$ cat config.mk
export PLATFORM = sky130hd
export DESIGN_NAME = idex_reg
export DESIGN_NICKNAME = d
export VERILOG_FILES = /design/src/logic/isa_pkg.sv /design/src/logic/pipe_pkg.sv /design/src/logic/idex_reg.sv
export VERILOG_INCLUDE_DIRS = /design/src /design/src/logic
export SDC_FILE = /design/constraint.sdc
export NUM_CORES = 1
export LEC_CHECK = 0
export BUFFER_PORTS_ARGS = -buffer_cell sky130_fd_sc_hd__buf_4
export CAP_MARGIN = 20
export CORE_AREA = 2 2 210 212
export DETAILED_ROUTE_END_ITERATION = 12
export DIE_AREA = 0 0 212 214
export SLEW_MARGIN = 20
export SYNTH_ARGS = -nofsm -noshare
export SYNTH_HDL_FRONTEND = slang
export SYNTH_SLANG_ARGS = --single-unit
$ cat constraint.sdc
create_clock -name clk -period 2.3 [get_ports clk]
set_input_delay 0.345 -clock clk [delete_from_list [all_inputs] [get_ports clk]]
set_output_delay 0.345 -clock clk [all_outputs]
set_load 0.01 [all_outputs]
$ cat src/logic/core_params.svh
// core-wide width, reset and latency constants.
// shared by the packages and the pipeline stages.

`ifndef CORE_PARAMS_SVH
`define CORE_PARAMS_SVH

// data and pc width.
`define CORE_XLEN 64

// register index width, 32 integer registers.
`define CORE_REG_AW 5

// first fetch address after reset.
`define CORE_RESET_PC 64'h0

// cycles a MUL spends in execute, at least 2.
`define CORE_MUL_CYCLES 4

`endif

$ cat src/logic/isa_pkg.sv
// instruction-set types: data, pc and instruction words, opcode and funct fields,
// alu operation and branch kind enums.

`include "core_params.svh"

package isa_pkg;

    typedef logic [`CORE_XLEN-1:0]   xlen_t;
    typedef logic [`CORE_XLEN-1:0]   pc_t;
    typedef logic [31:0]             inst_t;
    typedef logic [`CORE_REG_AW-1:0] reg_addr_t;

    typedef logic [6:0] opcode_t;
    typedef logic [2:0] funct3_t;
    typedef logic [6:0] funct7_t;

    localparam opcode_t OPC_OP_IMM = 7'b0010011;
    localparam opcode_t OPC_OP     = 7'b0110011;
    localparam opcode_t OPC_LUI    = 7'b0110111;
    localparam opcode_t OPC_BRANCH = 7'b1100011;
    localparam opcode_t OPC_JAL    = 7'b1101111;

    localparam funct3_t F3_ADD_SUB = 3'b000;
    localparam funct3_t F3_SLT     = 3'b010;
    localparam funct3_t F3_XOR     = 3'b100;
    localparam funct3_t F3_OR      = 3'b110;
    localparam funct3_t F3_AND     = 3'b111;
    localparam funct3_t F3_BEQ     = 3'b000;
    localparam funct3_t F3_BNE     = 3'b001;

    localparam funct7_t F7_BASE   = 7'b0000000;
    localparam funct7_t F7_SUB    = 7'b0100000;
    localparam funct7_t F7_MULDIV = 7'b0000001;

    typedef enum logic [2:0] {
        ALU_ADD,
        ALU_SUB,
        ALU_AND,
        ALU_OR,
        ALU_XOR,
        ALU_SLT,
        ALU_PASS_B,
        ALU_MUL
    } alu_op_e;

    typedef enum logic [1:0] {
        BR_NONE,
        BR_BEQ,
        BR_BNE,
        BR_JAL
    } branch_e;

endpackage

$ cat src/logic/pipe_pkg.sv
// pipeline bundles: decoded instruction, register write and retire report.

package pipe_pkg;

    import isa_pkg::*;

    // decoded bundle carried from decode into execute.
    typedef struct packed {
        logic      valid;
        pc_t       pc;
        xlen_t     op1;
        xlen_t     op2;
        xlen_t     imm;
        alu_op_e   alu_op;
        logic      use_imm;
        branch_e   branch;
        logic      rd_ena;
        reg_addr_t rd_addr;
    } idex_t;

    typedef struct packed {
        logic      ena;
        reg_addr_t addr;
        xlen_t     data;
    } wb_t;

    // one entry per completed instruction, in program order.
    typedef struct packed {
        logic      valid;
        pc_t       pc;
        logic      rd_ena;
        reg_addr_t rd_addr;
        xlen_t     value;
    } retire_t;

endpackage

$ cat src/logic/idex_reg.sv
// decode to execute pipeline register with hold, flush and load.

`timescale 1ns/1ps

module idex_reg import isa_pkg::*; import pipe_pkg::*; (
    input  logic  clk,
    input  logic  reset,
    input  logic  ex_ready,
    input  logic  redirect_valid,
    input  idex_t id_bundle,
    output idex_t ex_bundle
);

    // cleared bundle, valid low.
    localparam idex_t BUBBLE = '0;

    // hold wins over flush.
    always_ff @(posedge clk) begin
        if (reset) begin
            ex_bundle <= BUBBLE;
        end else if (!ex_ready) begin
            ex_bundle <= ex_bundle;
        end else if (redirect_valid) begin
            ex_bundle <= BUBBLE;
        end else begin
            ex_bundle <= id_bundle;
        end
    end

    // a stall comes only from a live mul and never coincides with a flush.
    a_hold_live: assert property (@(posedge clk) disable iff (reset)
        !ex_ready |-> ex_bundle.valid && ex_bundle.alu_op == ALU_MUL && !redirect_valid);

endmodule

Word level (Yosys, flattened, before mapping) --
Cells that the tools add are included. W data, S select, Z words.
Storage, ports and cells: register bits after elaboration 269, latch bits 0, bits in writable memories 0, ROM bits 0, input bits 273, output and inout port bits 269, logic and storage cells 11, memories kept 0
Cells by class: $add $sub $neg 0, $mul 0, divide/modulo/power cells 0, magnitude comparators 0, equality and inequality tests 0, shifts and indexed selects 0, mux-type cells 1, bitwise logic cells 0, reductions and logical operators 0
Operator list (count):
- $mux W269 | 1

Depth between registers and ports, before layout --
depth in word-level cells 1, gate-level depth with buffers 5, gate-level depth less buffers 2

Least setup slack after synthesis --
OpenSTA, ideal clock, no wires.
kind input port to flip-flop, start point input reset, end point register ex_bundle[256] in the netlist's numbering, setup time 0.132 ns, arrival time 0.986 ns, data required time 2.168 ns, slack 1.182 ns, cell stages on the path 4, buffers on the path 3, cells stage by stage buf_2 > buf_2 > buf_1 > a21oi_1
RTL lines:
- start: declaration | RTL line idex_reg.sv:7 | input logic reset,
- end signal: assignment | RTL line idex_reg.sv:22 | ex_bundle <= ex_bundle;
- end signal: assignment | RTL line idex_reg.sv:26 | ex_bundle <= id_bundle;
- end: declaration | RTL line idex_reg.sv:11 | output idex_t ex_bundle
No word-level cell between the ends.

Final worst setup path --
start point register ex_bundle[48] in the netlist's numbering, end point output ex_bundle[48] in the netlist's numbering
No word-level cell between the ends.

==> flow_metrics.py <==
metrics = {
    "timing": {
        "fin_skew_ns": 0,
        "report.final.slew_viol_count": 0,
        "tightest_slew_ns": 0.5545,
        "fin_tns_setup_ns": 0,
        "whs_ns": 0.1023,
        "max_freq_ghz": 0.7161,
        "hold_viol_final": 0,
        "rsz0062_at_grt": "no",
        "setup_viol": 0,
        "period_minus_slack_ns": 1.396,
        "fin_crit_sh_pct": 60.71,
        "relSlewSlack_pct": 63.03,
    },
    "setup_path": {
        "worstPathRequired_ns": 1.96,
        "crit_path_end_kind": "output pin",
        "cp-start-kind": "register",
        "cp_cell_sequence": "buf_4",
        "crit_arrival_ns": 1.05,
        "slowest_stage": "dfxtp_1",
        "critPathMaxStageDelay_ns": 0.39,
        "cp_top_family": "flip-flops",
        "worstSetupPathType": "reg -> out",
        "path_buf_inv": 1,
        "crit_fanout": 2,
    },
    "clocking": {
        "cts.reportedPaths.clkPinSlew_ns": 0.06,
        "ctsResizeCount": 0,
        "ctsHoldBuffers": 0,
        "clock_latency_ns": 0.50,
        "cts_buffers": 34,
        "clock-sinks": 269,
        "clk_path_buf_depth": 3,
        "root_buffer": "clkbuf_16",
        "cts_max_level": 2,
        "cts_tree": "built",
        "postCtsSetupRepairBufs": 0,
    },
    "floorplanning": {
        "die_y_um": 214,
        "initial_core_util_pct": 25.99,
        "core_area_sq_um": 42890,
        "die-width_um": 212,
        "die-area_sq_um": 45370,
        "io_pins": 542,
        "rows": 76,
    },
    "synthesis": {
        "synth_ff_type": "dfxtp_1",
        "synthCells": 1195,
        "synth_fp_nets": 1468,
        "synth.area.top_cells": "dfxtp_1, nand3b_1, nand2b_1",
        "ys_types": 9,
        "synth-edff-count": 0,
        "ys_seq_area_share_pct": 48.32,
        "synthTopCellsByCount": "a21oi_1, dfxtp_1, nand2b_1, nand3b_1, clkbuf_1",
        "yosysWarnings": 0,
        "syn_area_per_cell_sq_um": 9.327,
        "yosys.area.top_type_share_pct": 48.32,
        "post-synth-top-area-cell": "dfxtp_1",
        "synthArstFlopShare_pct": 0,
        "synthesis.area_sq_um": 11150,
        "ys_seq_elements": 269,
    },
    "final_layout": {
        "largest_register_ffs": 269,
        "multi_input_area_sq_um": 5049,
        "final_cell_area_sq_um": 16680,
        "seqCellArea_sq_um": 5385,
        "largest_registers": "ex_bundle (269)",
        "nNetsFinal": 1951,
        "nFillCells": 4384,
        "final_core_util_pct": 38.89,
        "top_register": "ex_bundle",
        "n_antenna_cell": 0,
        "areaGrowthSynthToFinish_pct": 49.64,
        "final_layout_size_suffix_gt1_share_pct": 36.25,
    },
    "detailed_routing": {
        "drt_iter0_markers": 615,
        "firstDrtPassIters": 5,
        "drc_errors": 0,
        "via_per_inst": 4.489,
        "routed_wirelength_um": 36950,
        "wl_per_cell_um": 16.15,
        "via_count": 10270,
        "antenna_left": 0,
    },
    "pwr": {
        "ir_drop_uv": 532.9,
        "p_leak_nw": 6.723,
        "pwr_density_cell_nw_per_um2": 698.9,
    },
    "placement": {
        "gp_congestion": 0.7899,
        "place_hpwl_um": 25790,
        "portBuffers": 541,
        "dpl-instance-area_sq_um": 15570,
    },
    "global_route": {
        "grt.total_usage_pct": 15.26,
        "grt_max_degree": 145,
        "grt_pass1_vias": 10130,
        "antenna_found_initial": 0,
        "grt_overflow": 0,
        "grt_pass1_wl_um": 55430,
    },
    "status": {
        "status": "finished clean",
    },
    "hold_path": {
        "hold_class": "in -> reg",
    },
    "flow_run": {
        "max-cap-violations": 0,
    },
}
[placed cells by master (no fill, tap or decap), drive strengths merged]
master	synthesis	routed
clkbuf	46	53
dfxtp	269	269
buf	73	565
a21oi	269	269
clkinvlp	0	2
nand3b	269	269
bufinv	0	1
clkinv	0	5
nand2b	269	269
[final timing paths]
path | slack, ns | to | start | cells past startpoint
max | 0.90 | ex_bundle[48] | ex_bundle[48] | 1
min | 0.10 | ex_bundle[4] | id_bundle[4] | 3
max reg2reg | 1.66 | ex_bundle[48] | ex_bundle[48] | 2
min reg2reg | 0.47 | ex_bundle[185] | ex_bundle[185] | 2
[final cells by class]
class                      count  share of cell area [%]
sequential                   269                   32.29
multi-input combinational    807                   30.27
timing repair buffer         566                   26.38
clock buffer                  52                   6.249
tap                          585                   4.389
clock inverter                 8                  0.4201
[power breakdown]
part	switching [mW]	leakage, nW	total (mW)	internal, mW
clock	2.04	0.544	5.27	3.23
sequential	0.0982	2.20	4.94	4.84
combinational	0.630	3.98	1.44	0.812
total	2.77	6.72	11.7	8.89
[metal layers]
| layer | vias up | global-route usage [%] | part of all wire, % |
|---|---|---|---|
| met5 | - | 0 | 0 |
| met4 | 0 | 5.892 | 2.7 |
| met3 | 60 | 5.747 | 9.7 |
| met2 | 374 | 25.81 | 47 |
| met1 | 4810 | 17.29 | 40 |
| li1 | 5022 | - | - |
[stage by stage]
stage / instances / worst slack, ns / power [mW]
2_1_floorplan: 1195 / 1.182 / 5.713
6_report: 2287 / 0.9036 / 11.66
5_1_grt: 2287 / 0.8437 / 12.19
3_5_place_dp: 2227 / 0.7661 / 6.495
3_3_place_gp: 2227 / 0.8273 / 6.471
4_1_cts: 2287 / 0.8558 / 11.88
[cell families after synthesis]
| group | after synthesis | synth area share, % |
|---|---|---|
| simple gates | 538 | 33.22 |
| flops | 269 | 48.32 |
| compound gates | 269 | 12.08 |
| buf+inv | 119 | 6.388 |
Note: power is estimated with default switching activity, not from simulation.
