==> src/logic/core_params.svh <==
// core-wide width, reset and latency constants.
// shared by the packages and the pipeline stages.

`ifndef CORE_PARAMS_SVH
`define CORE_PARAMS_SVH

// data and pc width.
`define CORE_XLEN 64

// register index width, 32 integer registers.
`define CORE_REG_AW 5

// first fetch address after reset.
`define CORE_RESET_PC 64'h0

// cycles a MUL spends in execute, at least 2.
`define CORE_MUL_CYCLES 4

`endif

==> src/logic/isa_pkg.sv <==
// instruction-set types: data, pc and instruction words, opcode and funct fields,
// alu operation and branch kind enums.

`include "core_params.svh"

package isa_pkg;

    typedef logic [`CORE_XLEN-1:0]   xlen_t;
    typedef logic [`CORE_XLEN-1:0]   pc_t;
    typedef logic [31:0]             inst_t;
    typedef logic [`CORE_REG_AW-1:0] reg_addr_t;

    typedef logic [6:0] opcode_t;
    typedef logic [2:0] funct3_t;
    typedef logic [6:0] funct7_t;

    localparam opcode_t OPC_OP_IMM = 7'b0010011;
    localparam opcode_t OPC_OP     = 7'b0110011;
    localparam opcode_t OPC_LUI    = 7'b0110111;
    localparam opcode_t OPC_BRANCH = 7'b1100011;
    localparam opcode_t OPC_JAL    = 7'b1101111;

    localparam funct3_t F3_ADD_SUB = 3'b000;
    localparam funct3_t F3_SLT     = 3'b010;
    localparam funct3_t F3_XOR     = 3'b100;
    localparam funct3_t F3_OR      = 3'b110;
    localparam funct3_t F3_AND     = 3'b111;
    localparam funct3_t F3_BEQ     = 3'b000;
    localparam funct3_t F3_BNE     = 3'b001;

    localparam funct7_t F7_BASE   = 7'b0000000;
    localparam funct7_t F7_SUB    = 7'b0100000;
    localparam funct7_t F7_MULDIV = 7'b0000001;

    typedef enum logic [2:0] {
        ALU_ADD,
        ALU_SUB,
        ALU_AND,
        ALU_OR,
        ALU_XOR,
        ALU_SLT,
        ALU_PASS_B,
        ALU_MUL
    } alu_op_e;

    typedef enum logic [1:0] {
        BR_NONE,
        BR_BEQ,
        BR_BNE,
        BR_JAL
    } branch_e;

endpackage

==> src/logic/pipe_pkg.sv <==
// pipeline bundles: decoded instruction, register write and retire report.

package pipe_pkg;

    import isa_pkg::*;

    // decoded bundle carried from decode into execute.
    typedef struct packed {
        logic      valid;
        pc_t       pc;
        xlen_t     op1;
        xlen_t     op2;
        xlen_t     imm;
        alu_op_e   alu_op;
        logic      use_imm;
        branch_e   branch;
        logic      rd_ena;
        reg_addr_t rd_addr;
    } idex_t;

    typedef struct packed {
        logic      ena;
        reg_addr_t addr;
        xlen_t     data;
    } wb_t;

    // one entry per completed instruction, in program order.
    typedef struct packed {
        logic      valid;
        pc_t       pc;
        logic      rd_ena;
        reg_addr_t rd_addr;
        xlen_t     value;
    } retire_t;

endpackage

==> src/logic/fetch_decode.sv <==
// first stage: pc register, instruction fetch, decoder,
// operand read and bypass from the writeback of execute.

`timescale 1ns/1ps
`include "core_params.svh"

module fetch_decode import isa_pkg::*; import pipe_pkg::*; (
    input  logic      clk,
    input  logic      reset,
    output pc_t       imem_addr,
    input  inst_t     imem_data,
    input  logic      ex_ready,
    input  logic      redirect_valid,
    input  pc_t       redirect_pc,
    input  wb_t       wb,
    output reg_addr_t rs1_addr,
    output reg_addr_t rs2_addr,
    input  xlen_t     rs1_data,
    input  xlen_t     rs2_data,
    output idex_t     id_bundle
);

    typedef enum logic {
        FD_BOOT,
        FD_RUN
    } fd_state_e;

    fd_state_e state;
    pc_t       pc;
    opcode_t   opcode;
    funct3_t   funct3;
    funct7_t   funct7;
    xlen_t     imm_i;
    xlen_t     imm_u;
    xlen_t     imm_b;
    xlen_t     imm_j;
    xlen_t     rs1_val;
    xlen_t     rs2_val;
    logic      legal;

    // first cycle after reset only addresses memory, no decode.
    always_ff @(posedge clk) begin
        if (reset) begin
            state <= FD_BOOT;
            pc    <= `CORE_RESET_PC;
        end else begin
            state <= FD_RUN;
            if (state == FD_RUN && ex_ready) begin
                if (redirect_valid) begin
                    pc <= redirect_pc;
                end else begin
                    pc <= pc + pc_t'(4);
                end
            end
        end
    end

    assign imem_addr = pc;

    assign opcode   = imem_data[6:0];
    assign funct3   = imem_data[14:12];
    assign funct7   = imem_data[31:25];
    assign rs1_addr = imem_data[19:15];
    assign rs2_addr = imem_data[24:20];

    assign imm_i = {{52{imem_data[31]}}, imem_data[31:20]};
    assign imm_u = {{32{imem_data[31]}}, imem_data[31:12], 12'b0};
    assign imm_b = {{51{imem_data[31]}}, imem_data[31], imem_data[7],
                    imem_data[30:25], imem_data[11:8], 1'b0};
    assign imm_j = {{43{imem_data[31]}}, imem_data[31], imem_data[19:12],
                    imem_data[20], imem_data[30:21], 1'b0};

    // the write in execute lands at the end of this cycle, so forward it.
    assign rs1_val = (wb.ena && wb.addr != '0 && wb.addr == rs1_addr) ? wb.data : rs1_data;
    assign rs2_val = (wb.ena && wb.addr != '0 && wb.addr == rs2_addr) ? wb.data : rs2_data;

    always_comb begin
        id_bundle         = '0;
        id_bundle.pc      = pc;
        id_bundle.op1     = rs1_val;
        id_bundle.op2     = rs2_val;
        id_bundle.rd_addr = imem_data[11:7];
        id_bundle.alu_op  = ALU_ADD;
        id_bundle.branch  = BR_NONE;
        legal             = 1'b1;
        case (opcode)
            OPC_OP_IMM: begin
                id_bundle.imm     = imm_i;
                id_bundle.use_imm = 1'b1;
                id_bundle.rd_ena  = 1'b1;
                legal             = (funct3 == F3_ADD_SUB);
            end
            OPC_OP: begin
                id_bundle.rd_ena = 1'b1;
                if (funct7 == F7_MULDIV && funct3 == F3_ADD_SUB) begin
                    id_bundle.alu_op = ALU_MUL;
                end else if (funct7 == F7_SUB && funct3 == F3_ADD_SUB) begin
                    id_bundle.alu_op = ALU_SUB;
                end else if (funct7 == F7_BASE) begin
                    case (funct3)
                        F3_ADD_SUB: id_bundle.alu_op = ALU_ADD;
                        F3_SLT:     id_bundle.alu_op = ALU_SLT;
                        F3_XOR:     id_bundle.alu_op = ALU_XOR;
                        F3_OR:      id_bundle.alu_op = ALU_OR;
                        F3_AND:     id_bundle.alu_op = ALU_AND;
                        default:    legal = 1'b0;
                    endcase
                end else begin
                    legal = 1'b0;
                end
            end
            OPC_LUI: begin
                id_bundle.imm     = imm_u;
                id_bundle.use_imm = 1'b1;
                id_bundle.alu_op  = ALU_PASS_B;
                id_bundle.rd_ena  = 1'b1;
            end
            OPC_BRANCH: begin
                id_bundle.imm = imm_b;
                if (funct3 == F3_BEQ) begin
                    id_bundle.branch = BR_BEQ;
                end else if (funct3 == F3_BNE) begin
                    id_bundle.branch = BR_BNE;
                end else begin
                    legal = 1'b0;
                end
            end
            OPC_JAL: begin
                id_bundle.imm    = imm_j;
                id_bundle.branch = BR_JAL;
                id_bundle.rd_ena = 1'b1;
            end
            default: legal = 1'b0;
        endcase
        // anything outside the subset becomes a bubble.
        id_bundle.valid = legal && (state == FD_RUN);
    end

endmodule

==> config.mk <==
export PLATFORM = sky130hd
export DESIGN_NAME = fetch_decode
export DESIGN_NICKNAME = d
export VERILOG_FILES = /design/src/logic/isa_pkg.sv /design/src/logic/pipe_pkg.sv /design/src/logic/fetch_decode.sv
export VERILOG_INCLUDE_DIRS = /design/src /design/src/logic
export SDC_FILE = /design/constraint.sdc
export NUM_CORES = 1
export LEC_CHECK = 0
export ABC_AREA = 1
export CAP_MARGIN = 20
export CORE_AREA = 2 2 250 252
export DETAILED_ROUTE_END_ITERATION = 7
export DIE_AREA = 0 0 252 254
export DONT_BUFFER_PORTS = 1
export PLACE_DENSITY = 0.3
export SLEW_MARGIN = 20
export SYNTH_ARGS = -nofsm -noshare
export SYNTH_HDL_FRONTEND = slang
export SYNTH_SLANG_ARGS = --single-unit
==> constraint.sdc <==
create_clock -name clk -period 6.4 [get_ports clk]
set_input_delay 0.96 -clock clk [delete_from_list [all_inputs] [get_ports clk]]
set_output_delay 0.96 -clock clk [all_outputs]
set_load 0.01 [all_outputs]
======== After elaboration in Yosys (flattened, before gate mapping) ========
Index checks and enable logic that the tools add are counted.
W data, S select, Z words.
storage, ports and cells
  flip-flop bits (word level) ............. 65
  output and inout port bits .............. 343
operators by class
  add/sub/neg operators ................... 1
  equality and inequality tests ........... 14
  muxes and demuxes ....................... 22
  reduce and logical (&&, ||, !) cells .... 14
operators by type and width
  operator                 count
  $pmux W64 S4             1
  $mux W64                 3
  $add A64 B3 Y64 const B  1
  $eq A7 B6 Y1 const B     3
  $eq A7 B7 Y1 const B     2
  $pmux W3 S4              1
  $eq A5 B5 Y1             2
  $eq A3 B3 Y1 const B     3
  $mux W1                  9
  $mux W3                  3
  $eq A7 B1 Y1 const B     1
  $eq A7 B5 Y1 const B     1
  $logic_and A1 B1 Y1      7
  $logic_not A7 Y1         1
  $pmux W3 S2              1
  $reduce_bool A5 Y1       1
  $reduce_or A5 Y1         1
  $mux W2                  2
  $pmux W1 S4              1
  $pmux W2 S2              1
  $reduce_or A2 Y1         2
  $reduce_or A4 Y1         1
  $eq A3 B1 Y1 const B     1
  $eq A3 B2 Y1 const B     1
  $logic_not A3 Y1         1

======== Logic depth before layout (Yosys ltp) ========
  depth in word-level cells ............... 8
  mapped depth ............................ 12

======== Worst setup path before layout ========
OpenSTA, ideal clock, no wires.
  path type ............................... in2out
  start point ............................. input imem_data[1]
  end point ............................... output id_bundle[44] (netlist name)
  arrival time ............................ 3.309 ns
  data required time ...................... 5.440 ns
  path slack .............................. 2.131 ns
  stages on the path ...................... 9
  cells stage by stage .................... nand2_1 nor2_1 nand2_1 inv_1 nand4_1 nand2_1 nor2_1 a21oi_1 buf_4
RTL lines
  what                RTL line            RTL
  start: declaration  fetch_decode.sv:11  input inst_t imem_data,
  end: declaration    fetch_decode.sv:20  output idex_t id_bundle

==> metrics.md <==
| Metric | Value |
|---|---|
| Postcts setup bufs | 0 |
| Delay-heaviest family, CP | simple AND/OR/NAND/NOR gates |
| RSZ-0062 raised after global routing | no |
| CTS max path bufs | 2 |
| Tmin final | 4.271 ns |
| Wirelength, routed | 59.07 mm |
| Total negative slack | 0 ns |
| Die width | 252 µm |
| FF+latch count, synth | 65 |
| Worst EP arrival | 3.31 ns |
| Vias per cell | 4.312 |
| PortBufs | 0 |
| Synth area leader | nand2_1 |
| Wire length of the first global-routing pass | 75.38 mm |
| CTS clk-pin slew, worst paths | 0.06 ns |
| Sequential cell area fraction in the yosys report | 16.46% |
| Worst-path maximum fanout | 66 |
| DRT iter0 DRCs | 571 |
| Drt pass-1 iters | 5 |
| FFs w/ async S/R, synth | 0% |
| Area growth syn-to-layout | 3.544% |
| Critical path depth | 5 |
| Worst-Skew Late Latency | 0.37 ns |
| Worst setup SP type | primary input |
| WL per Instance | 28.07 µm |
| Vias in the first global route | 8,488 |
| Final period util | 66.73% |
| CP max stage delay | 0.66 ns |
| Most common library cell in the layout ignoring fill and taps | nand2_1 |
| FMAX | 234.1 MHz |
| TritonCTS Sinks | 65 |
| Post-DRT Antenna Nets | 0 |
| Detailed-placement wirelength estimate | 51.32 mm |
| Layout net count | 1,601 |
| Endpoint class of the critical path | primary output |
| Post-Syn Nets | 1,753 |
| Max cap viols | 0 |
| WP buf/inv | 1 |
| # rows | 91 |
| Post-synthesis cell area | 7908 µm² |
| Cell Chain, Critical Path | xor2_1, nor4_1, nand3_4, buf_4, o21ai_0 |
| Worst Clk Skew | 0.01163 ns |
| Hold Slack | 0.6037 ns |
| H-tree depth | 3 |
| Overflow after GRT | 0 |
| # DRC | 0 |
| Worst r2r path cells | 11 |
| Clock Tree Root | clkbuf_16 |
| Synth Flop Type | dfxtp_1 |
| PostCTS Resize Cnt | 0 |
| Slew @ Worst Pin | 0.9868 ns |
| Die ar. | 64,010 µm² |
| Max-slew violations | 0 |
| Vias | 9,072 |
| Initial Utilization | 12.91% |
| Initial antenna violation count | 23 |
| Largest net degree at the start of global routing | 83 |
| Power Density | 149.3 nW/µm² |
| Status | completed |
| Hold Crit Class | reg -> reg |
| # IOs | 641 |
| Slew margin rel. | 34.14% |
| Hold buffer count at CTS | 0 |
| CORE AREA | 61,260 µm² |
| Cell leakage power | 3.348 nW |
| Most frequent cells in the layout | nand2_1 (411), nor2_1 (204), o21ai_0 (175), inv_1 (160), dfxtp_1 (65) |
| Total track usage | 17.36% |
| Post-synth EDFFs | 0 |
| CTS tree | done |
| Routability Congestion | 0.9188 |
| CTS Buf Count | 9 |
| Mean Syn Cell Area | 5.439 µm² |
| Final Hold Viols | 0 |
| Fraction of layout cells with a size suffix above 1 | 5.670% |
| Number of setup violations in the final report | 0 |
| Unique cell type count in the Yosys netlist | 43 |
| Kind of critical path | in -> out |
| Hold Crit Depth | 2 |
| Max VDD drop | 0.1337 mV |
| Area contributors post-synth | nand2_1 (20%), dfxtp_1 (16%), o21ai_0 (11%), buf_4 (11%), nor2_1 (9.8%) |
| Post-synthesis cell count | 1,454 |
| Worst path slowest cell | nand3_4 |
| Die Y | 254 µm |
| CP required | 5.44 ns |
| Yosys warns | 0 |
| Share of the synthesized area in the top cell type | 19.56% |
[sequential cells by signal, indices dropped and copies added (netlist names)]
signal     flops
state          1
imem_addr     64
[path summary, 6_finish.rpt]
path / startpoint / end / slack [ns]
worst min register to register: imem_addr[63] / imem_addr[63] / 0.60
worst min-delay path: imem_addr[63] / imem_addr[63] / 0.60
worst max register to register: imem_addr[25] / imem_addr[47] / 3.75
worst max-delay path: imem_data[23] / id_bundle[91] / 2.13
[cell type report]
| type | count | area, µm² |
|---|---|---|
| Fill cell | 7321 | 53070 |
| Multi-Input combinational cell | 1056 | 4925 |
| Sequential cell | 65 | 1301 |
| Tap cell | 790 | 988.4 |
| Inverter | 162 | 608.1 |
| Clock buffer | 11 | 252.7 |
| Timing Repair Buffer | 8 | 72.57 |
| Antenna cell | 9 | 22.52 |
| Clock inverter | 3 | 17.52 |
[tightest hold or removal path, cell delays in order (launching register included)]
cell and delay [ns]:
dfxtp_1 0.40, nand2_1 0.10, a21oi_1 0.06
[power by group]
part | total, mW | internal (mW) | switching (mW)
Clock | 0.489 | 0.277 | 0.212
Sequential | 0.483 | 0.422 | 0.0612
Combinational | 0.250 | 0.0631 | 0.187
[through the flow]
stage                     std cells  total power, mW  utilization, %  cell area (µm²)  setup slack, ns
after floorplan                1454           0.6796               -             7908            2.131
after global placement         2081           0.7461           12.89             7895            2.200
after detailed placement       2081           0.7459           12.89             7895            2.130
after CTS                      2095            1.247           13.33             8165            2.132
after global routing           2101            1.283           13.35             8180            1.964
final                          2104            1.222           13.37             8188            2.129
[routing by layer]
layer / part of all wire, % / vias to the layer above / track usage [%]
met5: 0.044 / - / 0
met1: 38 / 4303 / 18.62
met3: 6.5 / 85 / 4.210
li1: - / 4210 / -
met4: 3.5 / 4 / 6.560
met2: 52 / 470 / 32.66
[cells in the mapped netlist, types with 3 or more instances]
cell      count
o211ai_1     11
clkbuf_8      3
dfxtp_1      65
nand2_1     412
a22oi_1      14
xnor2_1       7
xor2_1       14
nor2_1      206
o21ai_0     177
a31oi_1       3
nand2_4       3
buf_4       111
a21oi_1      62
buf_1         4
nand3_1      65
clkbuf_1     40
or2_2         3
nor2_4        8
inv_1       161
nor4_1        8
nand4_1      11
o311ai_0      4
buf_2        10
nor2_2       10
nand2_2      17
[cells by family (layout without fill, tap and decap cells)]
kind of cell               count (synthesis)  count (layout)  synth area share (%)
xor gates and xnor gates                  21              21                 2.326
AOI/OAI and AO/OA                        282             282                 19.22
other                                      0               9                     0
adders and majority gates                  1               1                0.1582
DFF                                       65              65                 16.46
and+or+nand+nor                          752             752                 39.95
buffers and inverters                    333             184                 21.88
No activity file was read; power rests on OpenSTA's default activity.
